## config.mk

```make
export PLATFORM = sky130hd
export DESIGN_NAME = frontend_top
export DESIGN_NICKNAME = d
export VERILOG_FILES = /design/src/rtl/frontend_pkg.sv /design/src/rtl/frontend_ifs.sv /design/src/rtl/branch_resolver.sv /design/src/rtl/branch_target_buffer.sv /design/src/rtl/direction_predictor.sv /design/src/rtl/fetch_ip_gen.sv /design/src/rtl/fetch_queue.sv /design/src/rtl/frontend_top.sv
export SDC_FILE = /design/constraint.sdc
export NUM_CORES = 2
export LEC_CHECK = 0
export BUFFER_PORTS_ARGS = -buffer_cell sky130_fd_sc_hd__buf_2
export CORE_MARGIN = 4
export CORE_UTILIZATION = 50
export DETAILED_ROUTE_END_ITERATION = 8
export HOLD_SLACK_MARGIN = 0.02
export PLACE_DENSITY_LB_ADDON = 0.08
export SYNTH_ARGS = -nofsm -noshare
export SYNTH_HDL_FRONTEND = slang
export SYNTH_HIERARCHICAL = 1
export SYNTH_MEMORY_MAX_BITS = 65536
export SYNTH_SLANG_ARGS = --single-unit
```

## constraint.sdc

```tcl
create_clock -name clk -period 12.57 [get_ports clk]
set_input_delay 0 -clock clk [delete_from_list [all_inputs] [get_ports clk]]
set_output_delay 0 -clock clk [all_outputs]
set_load 0.02 [all_outputs]
```

## src/rtl/frontend_pkg.sv

```systemverilog
// ==================================================
// fetch front end shared definitions
// widths, vector typedefs, reset values and the
// fetch packet layout
// ==================================================

package frontend_pkg;

  localparam int IP_W        = 32;
  localparam int HIST_W      = 8;
  localparam int BLOCK_BYTES = 16;
  localparam int OFFSET_W    = $clog2(BLOCK_BYTES); // byte offset inside a fetch block

  typedef logic [IP_W-1:0]   ip_t;
  typedef logic [HIST_W-1:0] hist_t;
  typedef logic [1:0]        ctr_t;

  localparam ctr_t CTR_INIT = 2'b01;         // weakly not taken
  localparam ip_t  RESET_IP = 32'h0000_1000;

  // fetch packet from the msb down holds ip, pred_target, pred_taken and hist
  // hist is the lookup history before this block's bit
  localparam int PKT_HIST_LSB  = 0;
  localparam int PKT_TAKEN_BIT = PKT_HIST_LSB + HIST_W;
  localparam int PKT_TGT_LSB   = PKT_TAKEN_BIT + 1;
  localparam int PKT_IP_LSB    = PKT_TGT_LSB + IP_W;
  localparam int PKT_W         = PKT_IP_LSB + IP_W;  // 73 bits

  typedef logic [PKT_W-1:0] fetch_pkt_t;

endpackage

```

## src/rtl/frontend_ifs.sv

```systemverilog
// ==================================================
// fetch_push_if  producer to fetch queue link
// train_if       resolver redirect and training bus
// ==================================================

`timescale 1ns/1ps

interface fetch_push_if;
  logic                    push;
  frontend_pkg::fetch_pkt_t pkt;
  logic                    full;

  // push only while full is low
  modport producer (
    output push,
    output pkt,
    input  full
  );

  modport buffer (
    input  push,
    input  pkt,
    output full
  );
endinterface

interface train_if;
  logic                redirect;     // one cycle pulse
  frontend_pkg::ip_t   redirect_ip;
  logic                train_en;     // one per resolve
  frontend_pkg::ip_t   train_ip;
  logic                train_taken;
  frontend_pkg::ip_t   train_target;
  frontend_pkg::hist_t train_hist;

  modport source (
    output redirect,
    output redirect_ip,
    output train_en,
    output train_ip,
    output train_taken,
    output train_target,
    output train_hist
  );

  modport sink (
    input redirect,
    input redirect_ip,
    input train_en,
    input train_ip,
    input train_taken,
    input train_target,
    input train_hist
  );
endinterface

```

## src/rtl/branch_resolver.sv

```systemverilog
// ==================================================
// branch resolver
// checks the head packet against the real outcome,
// registers redirect and training
// ==================================================

`timescale 1ns/1ps

module branch_resolver (
  input  logic                     clk,
  input  logic                     rst,
  input  logic                     empty,
  input  frontend_pkg::fetch_pkt_t head,
  input  logic                     resolve,
  input  logic                     actual_taken,
  input  frontend_pkg::ip_t        actual_target,
  output logic                     pop,
  output logic                     head_valid,
  train_if.source                  train_port
);

  frontend_pkg::ip_t   head_ip;
  frontend_pkg::ip_t   head_target;
  logic                head_taken;
  frontend_pkg::hist_t head_hist;
  logic                mispredict;
  frontend_pkg::ip_t   correct_ip;

  assign head_ip     = head[frontend_pkg::PKT_IP_LSB +: frontend_pkg::IP_W];
  assign head_target = head[frontend_pkg::PKT_TGT_LSB +: frontend_pkg::IP_W];
  assign head_taken  = head[frontend_pkg::PKT_TAKEN_BIT];
  assign head_hist   = head[frontend_pkg::PKT_HIST_LSB +: frontend_pkg::HIST_W];

  assign mispredict = (head_taken != actual_taken)
                    | (head_taken & actual_taken & (head_target != actual_target));
  assign correct_ip = actual_taken ? actual_target
                                   : head_ip + frontend_pkg::ip_t'(frontend_pkg::BLOCK_BYTES);

  // head is stale while the flush is pending
  assign head_valid = ~empty & ~train_port.redirect;
  assign pop        = resolve & head_valid;

  always_ff @(posedge clk) begin
    if (rst) begin
      train_port.redirect <= 1'b0;
      train_port.train_en <= 1'b0;
    end else begin
      train_port.redirect <= pop & mispredict;
      train_port.train_en <= pop; // train on every resolve
    end
  end

  always_ff @(posedge clk) begin
    if (pop) begin
      train_port.redirect_ip  <= correct_ip;
      train_port.train_ip     <= head_ip;
      train_port.train_taken  <= actual_taken;
      train_port.train_target <= actual_target;
      train_port.train_hist   <= head_hist;
    end
  end

endmodule

```

## src/rtl/branch_target_buffer.sv

```systemverilog
// ==================================================
// direct mapped branch target buffer
// one tagged entry per set, combinational lookup
// ==================================================

`timescale 1ns/1ps

module branch_target_buffer #(
  parameter int BTB_ENTRIES = 64
) (
  input  logic              clk,
  input  logic              rst,
  input  frontend_pkg::ip_t lookup_ip,
  input  logic              wr_en,
  input  frontend_pkg::ip_t wr_ip,
  input  frontend_pkg::ip_t wr_target,
  output logic              hit,
  output frontend_pkg::ip_t target
);

  localparam int IDX_W = $clog2(BTB_ENTRIES);
  localparam int TAG_W = frontend_pkg::IP_W - frontend_pkg::OFFSET_W - IDX_W;

  logic [BTB_ENTRIES-1:0]     valid_q;
  logic [TAG_W-1:0]           tag_q [BTB_ENTRIES];
  frontend_pkg::ip_t          target_q [BTB_ENTRIES];

  logic [IDX_W-1:0] rd_idx;
  logic [TAG_W-1:0] rd_tag;
  logic [IDX_W-1:0] wr_idx;
  logic [TAG_W-1:0] wr_tag;

  // index sits right above the block offset, tag is the rest
  assign rd_idx = lookup_ip[frontend_pkg::OFFSET_W +: IDX_W];
  assign rd_tag = lookup_ip[frontend_pkg::IP_W-1 -: TAG_W];
  assign wr_idx = wr_ip[frontend_pkg::OFFSET_W +: IDX_W];
  assign wr_tag = wr_ip[frontend_pkg::IP_W-1 -: TAG_W];

  assign hit    = valid_q[rd_idx] && (tag_q[rd_idx] == rd_tag);
  assign target = target_q[rd_idx];

  always_ff @(posedge clk) begin
    if (rst) begin
      valid_q <= '0;
    end else if (wr_en) begin
      valid_q[wr_idx] <= 1'b1;
    end
  end

  always_ff @(posedge clk) begin
    if (wr_en) begin
      tag_q[wr_idx]    <= wr_tag;
      target_q[wr_idx] <= wr_target; // replaces whatever lived in the set
    end
  end

endmodule

```

## src/rtl/direction_predictor.sv

```systemverilog
// ==================================================
// global history direction predictor
// 2-bit saturating counters, gshare style index
// ==================================================

`timescale 1ns/1ps

module direction_predictor #(
  parameter int PHT_ENTRIES = 256
) (
  input  logic                clk,
  input  logic                rst,
  input  frontend_pkg::ip_t   lookup_ip,
  input  frontend_pkg::hist_t lookup_hist,
  input  logic                upd_en,
  input  frontend_pkg::ip_t   upd_ip,
  input  frontend_pkg::hist_t upd_hist,
  input  logic                upd_taken,
  output logic                taken
);

  localparam int IDX_W = $clog2(PHT_ENTRIES);

  frontend_pkg::ctr_t pht_q [PHT_ENTRIES];

  logic [IDX_W-1:0] rd_idx;
  logic [IDX_W-1:0] upd_idx;
  frontend_pkg::ctr_t upd_ctr;

  // block bits of the ip xor the history in the low bits
  function automatic logic [IDX_W-1:0] pht_index(input frontend_pkg::ip_t ip,
                                                 input frontend_pkg::hist_t hist);
    pht_index = IDX_W'(ip >> frontend_pkg::OFFSET_W) ^ IDX_W'(hist);
  endfunction

  assign rd_idx  = pht_index(lookup_ip, lookup_hist);
  assign upd_idx = pht_index(upd_ip, upd_hist);
  assign upd_ctr = pht_q[upd_idx];
  assign taken   = pht_q[rd_idx][1];

  always_ff @(posedge clk) begin
    if (rst) begin
      for (int i = 0; i < PHT_ENTRIES; i++) begin
        pht_q[i] <= frontend_pkg::CTR_INIT;
      end
    end else if (upd_en) begin
      if (upd_taken && upd_ctr != 2'b11) begin
        pht_q[upd_idx] <= upd_ctr + 2'd1;
      end else if (!upd_taken && upd_ctr != 2'b00) begin
        pht_q[upd_idx] <= upd_ctr - 2'd1;
      end
    end
  end

endmodule

```

## src/rtl/fetch_ip_gen.sv

```systemverilog
// ==================================================
// fetch ip sequencer
// holds ip and global history, predicts the next
// block, pushes packets and takes redirects
// ==================================================

`timescale 1ns/1ps

module fetch_ip_gen #(
  parameter int BTB_ENTRIES = 64,
  parameter int PHT_ENTRIES = 256
) (
  input logic            clk,
  input logic            rst,
  fetch_push_if.producer push_port,
  train_if.sink          train_port
);

  frontend_pkg::ip_t   ip_q;
  frontend_pkg::hist_t hist_q;
  logic                active_q; // low for the first cycle out of reset

  logic              btb_hit;
  frontend_pkg::ip_t btb_target;
  logic              pht_taken;
  logic              pred_taken;
  frontend_pkg::ip_t seq_ip;
  frontend_pkg::ip_t next_ip;

  branch_target_buffer #(
    .BTB_ENTRIES(BTB_ENTRIES)
  ) u_btb (
    .clk       (clk),
    .rst       (rst),
    .lookup_ip (ip_q),
    .wr_en     (train_port.train_en & train_port.train_taken), // taken branches only
    .wr_ip     (train_port.train_ip),
    .wr_target (train_port.train_target),
    .hit       (btb_hit),
    .target    (btb_target)
  );

  direction_predictor #(
    .PHT_ENTRIES(PHT_ENTRIES)
  ) u_pht (
    .clk         (clk),
    .rst         (rst),
    .lookup_ip   (ip_q),
    .lookup_hist (hist_q),
    .upd_en      (train_port.train_en),
    .upd_ip      (train_port.train_ip),
    .upd_hist    (train_port.train_hist),
    .upd_taken   (train_port.train_taken),
    .taken       (pht_taken)
  );

  assign seq_ip     = ip_q + frontend_pkg::ip_t'(frontend_pkg::BLOCK_BYTES);
  assign pred_taken = btb_hit & pht_taken;
  assign next_ip    = pred_taken ? btb_target : seq_ip;

  // no push while redirecting since the queue flushes anyway
  assign push_port.push = active_q & ~push_port.full & ~train_port.redirect;
  assign push_port.pkt  = {ip_q, next_ip, pred_taken, hist_q}; // pred_target is the next fetch ip

  always_ff @(posedge clk) begin
    if (rst) begin
      ip_q     <= frontend_pkg::RESET_IP;
      hist_q   <= '0;
      active_q <= 1'b0;
    end else begin
      active_q <= 1'b1;
      if (train_port.redirect) begin
        // restart from the resolved path with the real outcome in history
        ip_q   <= train_port.redirect_ip;
        hist_q <= {train_port.train_hist[frontend_pkg::HIST_W-2:0], train_port.train_taken};
      end else if (push_port.push) begin
        ip_q   <= next_ip;
        hist_q <= {hist_q[frontend_pkg::HIST_W-2:0], pred_taken};
      end
    end
  end

endmodule

```

## src/rtl/fetch_queue.sv

```systemverilog
// ==================================================
// fetch packet FIFO between sequencer and resolver
// circular buffer with count and flush
// ==================================================

`timescale 1ns/1ps

module fetch_queue #(
  parameter int QUEUE_DEPTH = 4
) (
  input  logic                     clk,
  input  logic                     rst,
  fetch_push_if.buffer             push_port,
  input  logic                     pop,
  input  logic                     flush,
  output logic                     empty,
  output frontend_pkg::fetch_pkt_t head
);

  localparam int PTR_W = $clog2(QUEUE_DEPTH);

  frontend_pkg::fetch_pkt_t mem_q [QUEUE_DEPTH];

  logic [PTR_W-1:0] wr_ptr_q;
  logic [PTR_W-1:0] rd_ptr_q;
  logic [PTR_W:0]   count_q;
  logic             do_pop;

  assign empty          = (count_q == '0);
  assign push_port.full = (count_q == (PTR_W+1)'(QUEUE_DEPTH));
  assign head           = mem_q[rd_ptr_q];
  assign do_pop         = pop & ~empty;

  always_ff @(posedge clk) begin
    if (rst || flush) begin
      wr_ptr_q <= '0;
      rd_ptr_q <= '0;
      count_q  <= '0;
    end else begin
      if (push_port.push) begin
        wr_ptr_q <= wr_ptr_q + 1'b1; // wraps at the power of two
      end
      if (do_pop) begin
        rd_ptr_q <= rd_ptr_q + 1'b1;
      end
      case ({push_port.push, do_pop})
        2'b10:   count_q <= count_q + 1'b1;
        2'b01:   count_q <= count_q - 1'b1;
        default: count_q <= count_q;
      endcase
    end
  end

  // a write during flush lands in a slot that is discarded
  always_ff @(posedge clk) begin
    if (push_port.push) begin
      mem_q[wr_ptr_q] <= push_port.pkt;
    end
  end

endmodule

```

## src/rtl/frontend_top.sv

```systemverilog
// ==================================================
// fetch front end top level
// sequencer, fetch queue and resolver
// ==================================================

`timescale 1ns/1ps

module frontend_top #(
  parameter int QUEUE_DEPTH = 4,
  parameter int BTB_ENTRIES = 64,
  parameter int PHT_ENTRIES = 256
) (
  input  logic              clk,
  input  logic              rst,
  input  logic              resolve,
  input  logic              actual_taken,
  input  frontend_pkg::ip_t actual_target,
  output logic              head_valid,
  output frontend_pkg::ip_t head_ip,
  output logic              head_pred_taken,
  output frontend_pkg::ip_t head_pred_target,
  output logic              redirect,
  output frontend_pkg::ip_t redirect_ip
);

  fetch_push_if push_bus ();
  train_if      train_bus ();

  logic                     empty;
  logic                     pop;
  frontend_pkg::fetch_pkt_t head;

  fetch_ip_gen #(
    .BTB_ENTRIES(BTB_ENTRIES),
    .PHT_ENTRIES(PHT_ENTRIES)
  ) u_ip_gen (
    .clk        (clk),
    .rst        (rst),
    .push_port  (push_bus),
    .train_port (train_bus)
  );

  fetch_queue #(
    .QUEUE_DEPTH(QUEUE_DEPTH)
  ) u_queue (
    .clk       (clk),
    .rst       (rst),
    .push_port (push_bus),
    .pop       (pop),
    .flush     (train_bus.redirect),
    .empty     (empty),
    .head      (head)
  );

  branch_resolver u_resolver (
    .clk           (clk),
    .rst           (rst),
    .empty         (empty),
    .head          (head),
    .resolve       (resolve),
    .actual_taken  (actual_taken),
    .actual_target (actual_target),
    .pop           (pop),
    .head_valid    (head_valid),
    .train_port    (train_bus)
  );

  assign head_ip          = head[frontend_pkg::PKT_IP_LSB +: frontend_pkg::IP_W];
  assign head_pred_target = head[frontend_pkg::PKT_TGT_LSB +: frontend_pkg::IP_W];
  assign head_pred_taken  = head[frontend_pkg::PKT_TAKEN_BIT];
  assign redirect         = train_bus.redirect;
  assign redirect_ip      = train_bus.redirect_ip;

endmodule

```

# Word-level counts from Yosys, hierarchy flattened

Memory sizes are Yosys's and may differ from the RTL's. A register that Yosys moved wholly into a read port is not among the register bits.
Index checks and enable logic that the tools add are counted.

Register bits after elaboration: 219
Bits in latches: 0
RAM bits: 4260
ROM bits: 0
Input port bits: 36
Logic and storage cells: 102
Memories kept: 4

Add/subtract/negate cells: 8
$mul: 0
Divide/modulo/power cells: 0
$lt $le $gt $ge: 3
Eq/ne operators: 7
Shift-type cells: 0
Multiplexer cells: 37
Bitwise gates (word level): 18
Reductions and logical operators: 11

Memory list:

| memory                  | depth | width | read ports | clocked after Yosys merged registers in | wr ports | RTL line                   | source |
|---|---|---|---|---|---|---|---|
| u_ip_gen.u_btb.target_q | 64    | 32    | 1          | 1                                       | 1        | branch_target_buffer.sv:26 | `frontend_pkg::ip_t target_q [BTB_ENTRIES];` |
| u_ip_gen.u_btb.tag_q    | 64    | 22    | 1          | 1                                       | 1        | branch_target_buffer.sv:25 | `logic [TAG_W-1:0] tag_q [BTB_ENTRIES];` |
| u_ip_gen.u_pht.pht_q    | 256   | 2     | 2          | 0                                       | 256      | direction_predictor.sv:24  | `frontend_pkg::ctr_t pht_q [PHT_ENTRIES];` |
| u_queue.mem_q           | 4     | 73    | 1          | 1                                       | 1        | fetch_queue.sv:22          | `frontend_pkg::fetch_pkt_t mem_q [QUEUE_DEPTH];` |

Operators with widths:

| kind                                                               | number |
|---|---|
| 2-to-1 mux 32 bit                                                  | 4 |
| adder 32 x 5 -> 32 bit (second input constant)                     | 2 |
| OR 64 bit                                                          | 1 |
| != test 32 bit                                                     | 1 |
| 2-to-1 mux 6 bit                                                   | 4 |
| 2-to-1 mux 8 bit                                                   | 3 |
| equality test 22 bit                                               | 1 |
| 2-to-1 mux 1 bit                                                   | 19 |
| XOR 8 bit                                                          | 2 |
| < comparator 6 x 7 -> 1 bit (second input constant)                | 2 |
| bitwise AND 1 bit                                                  | 10 |
| 2-to-1 mux 2 bit                                                   | 4 |
| adder 2 x 1 -> 2 bit (second input constant)                       | 3 |
| binary-select mux 1 bit (select 6 bit)                             | 1 |
| demux 1 bit (select 6 bit)                                         | 1 |
| greater-or-equal comparator 6 x 1 -> 1 bit (second input constant) | 1 |
| case mux 3 bit (2 select lines)                                    | 1 |
| nonzero test 2 bit                                                 | 3 |
| logical AND 1 bit                                                  | 4 |
| adder 3 x 1 -> 3 bit (second input constant)                       | 1 |
| equality test 3 bit (second input constant)                        | 1 |
| logical NOT 3 bit                                                  | 1 |
| inverter 1 bit                                                     | 3 |
| subtractor 3 x 1 -> 3 bit (second input constant)                  | 1 |
| 9 further kinds                                                    | 10 |

# Depth between registers and ports, before layout

An unclocked memory read counts as a cell.

Depth in word-level cells: 12
Mapped depth: 22

# Cells and area by module

Netlist, hierarchy kept.

Modules (own cells, without submodules):

| module               | instances | cells each | area an instance (sq um) | seq. area each (sq um) |
|---|---|---|---|---|
| branch_target_buffer | 1         | 5596       | 133824.6                 | 105060.8 |
| direction_predictor  | 1         | 2422       | 29281.8                  | 15374.7 |
| fetch_queue          | 1         | 432        | 11063.1                  | 8948.6 |
| branch_resolver      | 1         | 293        | 4459.3                   | 3193.1 |
| fetch_ip_gen         | 1         | 492        | 3443.3                   | 820.8 |

# Worst setup path before layout

Ideal clock, no wire load.

Path type: flip-flop to flip-flop
Start: reg u_ip_gen.ip_q[4]
End: mem u_queue/mem_q[0][33] (netlist name) (data pin)
Data arrival time: 5.243 ns
Data required time: 12.279 ns
Setup slack: 7.036 ns
Stages on the path, launching flop included: 15
Buffers on the path: 6
Cell sequence: dfxtp_1 -> xor2_1 -> clkbuf_1 -> buf_2 -> mux4_2 -> mux4_2 -> mux4_2 -> a211oi_1 -> a21oi_1 -> clkbuf_1 -> nand2_1 -> clkbuf_1 -> clkbuf_1 -> clkbuf_1 -> a31oi_1

Elaborated cells between the ends (all ways): 8

RTL lines:

| item                         | RTL line                  | source |
|---|---|---|
| start: declaration           | fetch_ip_gen.sv:19        | `frontend_pkg::ip_t ip_q;` |
| start signal: assignment     | fetch_ip_gen.sv:67        | `ip_q <= frontend_pkg::RESET_IP;` |
| start signal: assignment     | fetch_ip_gen.sv:74        | `ip_q <= train_port.redirect_ip;` |
| start signal: assignment     | fetch_ip_gen.sv:77        | `ip_q <= next_ip;` |
| XOR 8 bit                    | direction_predictor.sv:33 | `pht_index = IDX_W'(ip >> frontend_pkg::OFFSET_W) ^ IDX_W'(hist);` |
| memory (256 x 2 bit)         | --                        |  |
| named net u_ip_gen.pht_taken | fetch_ip_gen.sv:25        | `logic pht_taken;` |
| bitwise AND 1 bit            | fetch_ip_gen.sv:58        | `assign pred_taken = btb_hit & pht_taken;` |
| 2-to-1 mux 32 bit            | fetch_ip_gen.sv:59        | `assign next_ip = pred_taken ? btb_target : seq_ip;` |
| named net push_bus.pkt[33]   | frontend_ifs.sv:10        | `frontend_pkg::fetch_pkt_t pkt;` |
| end: declaration             | fetch_queue.sv:22         |  |

The timed path passes the listed nets, and every way through them passes these cells. The select of a mux whose other input is x is not followed.

==> metrics.csv <==
metric,value,unit
status,"finished, violations left",
violations,"max-capacitance violations, max-slew violations",
min_delay_path_depth,4,
final_max_slew_viol_count,3,
cts_buffer_depth,4,
fin_total_pwr,41.9,mW
wl,623000,µm
fin_setup_tns,0,ns
cts_buffers,459,
maxCapViolCount,2,
clock_latency,0.99,ns
cts_tree,done,
place_area,189000,µm²
ant_nets,0,
num_rows,221,
tightest_slew,1.61,ns
crit_type,reg -> reg,
syn_nets,9276,
nFillCells,27139,
core_region_area,363000,µm²
dpl.hpwl,351000,µm
post_drt_wl_per_cell,42.3,µm
crit_fanout,112,
nNetsFinal,9595,
max_freq,123,MHz
post-route-min-period,8.16,ns
syn_inst,9231,
post-route-period-util,0.649,
dr.pass1.iters,9,
relSlewSlack,-0.0818,
vias,104500,
powerDensity,205,nW/µm²
final_cell_area,205000,µm²
setup_violations,0,
critPathCaptureType,flop,
finalHoldViolations,0,
startpoint_type,flop,
syn_avg_cell_area,19.7,µm²
start_util,0.502,
grt_pass1_wl,849000,µm
io_pins,135,
hold_path_class,in -> reg,
worst_slack,4.41,ns
syn_area,182000,µm²
grt_pass1_vias,100493,
clock_sinks,4477,
areaGrowthSynthToFinish,12.6,%
grt_usage,0.330,
yosys_warnings,6,
pre_cts_ws,4.63,ns
via_per_inst,7.09,
holdWs,0.0872,ns
antenna_found_initial,38,
ctsResizeCount,0,
skew,0.0543,ns
clk_pin_slew,0.06,ns
port_buffers,134,
grt_overflow,0,
htreeDepth,5,
post-route-drc-count,0,
cts_root_buffer,clkbuf_16,
dieWidth,611,µm
die_height,611,µm
drtIter0Drc,16956,
ir_drop,0.698,mV
gp_congestion,0.912,
critPathRequiredTime,13.27,ns
rsz0062_at_grt,no,
crit_arrival,8.86,ns
reg2reg_depth,12,
layout-drive-gt1-share,0.256,
dieArea,374000,µm²
leakage,62.7,nW
grt_max_degree,193,
-- repair_timing --
action / 4_1_cts / 5_1_grt
setup buffers: 0 / 0
hold endpoints to repair: 352 / 0
setup endpoints to repair: 0 / 0
hold buffers: 66 / 0
-- state kept, by name, indices dropped and copies added (netlist names), 3 cells and up, named ones only --
signal and count:
u_ip_gen/u_btb/tag_q 1408, u_ip_gen/u_btb/target_q 2048, u_resolver/train_port.redirect_ip 32, u_queue/count_q 3, u_queue/mem_q 292, u_resolver/train_port.train_hist 8, u_ip_gen/u_pht/pht_q 512, u_ip_gen/u_btb/valid_q 64
u_resolver/train_port.train_target 32, u_ip_gen/ip_q 32, u_ip_gen/hist_q 8, u_resolver/train_port.train_ip 28
-- per-stage QoR --
stage / std cells / util
after CTS: 14724 / 0.565
after floorplan: 9231 / -
after detailed placement: 13816 / 0.523
after global placement: 13815 / 0.523
final: 14740 / 0.565
after global routing: 14727 / 0.565
-- where the power goes --
| group | internal (mW) | leakage [nW] | switching, mW |
|---|---|---|---|
| clock network | 7.72 | 7.18 | 5.75 |
| registers | 17.5 | 40.1 | 0.314 |
| logic | 3.08 | 15.5 | 7.63 |
-- final timing paths --
path	start	end	slack [ns]
worst min register to register	u_ip_gen/u_btb/valid_q[51]$_SDFFE_PP0P_	u_ip_gen/u_btb/valid_q[51]$_SDFFE_PP0P_	0.47
worst max register to register	u_resolver/train_port.train_ip[4]$_DFFE_PP_	u_ip_gen/u_pht/pht_q[251][0]$_SDFFCE_PN1P_	4.41
worst max-delay path	u_resolver/train_port.train_ip[4]$_DFFE_PP_	u_ip_gen/u_pht/pht_q[251][0]$_SDFFCE_PN1P_	4.41
worst min-delay path	actual_target[23]	u_resolver/train_port.redirect_ip[23]$_DFFE_PP_	0.09
-- layout make-up --
class                           instances  area, µm²  area share
Tap cell                             4794       6000      0.0293
Clock buffer                          567      12000      0.0586
Sequential cell                      4477     133000       0.651
Multi-Input combinational cell       4000      46300       0.226
Antenna cell                           15       37.5    0.000183
Timing Repair Buffer                  586       4440      0.0217
Clock inverter                        275       2730      0.0133
Inverter                               26        108    0.000525
-- metal layers --
| layer | routed length (µm) | track usage | share of wire |
|---|---|---|---|
| met5 | 189 | 0 | 0.00030 |
| met4 | 33900 | 0.149 | 0.054 |
| met3 | 70000 | 0.0720 | 0.11 |
| met1 | 231000 | 0.456 | 0.37 |
| met2 | 288000 | 0.508 | 0.46 |
-- critical path, cell delays in order, from the launching register on --
cell      delay (ns)
edfxtp_1        0.66
xnor2_4         0.16
buf_4           0.42
buf_12          0.64
mux2i_1         0.30
o22ai_1         0.12
o41ai_1         1.19
nand4_1         0.40
o22ai_4         1.01
a2111o_1        0.57
o21a_4          0.93
buf_4           0.89
a31o_2          0.31
-- cell usage in the layout (no fill, tap or decap), types with 67 or more instances in the layout --
cell and n:
nor2_1 315, buf_4 371, clkbuf_1 100, nand2_1 314, clkbuf_16 462, a2111oi_0 259
clkinv_1 113, mux2i_1 278, nand3_1 309, buf_2 132, clkinv_2 81, o22ai_1 105
edfxtp_1 4361, nor2_4 67, mux4_2 1165, xor2_1 67, dfxtp_1 107, a31o_1 168
Note: power is estimated with default switching activity, not from simulation.
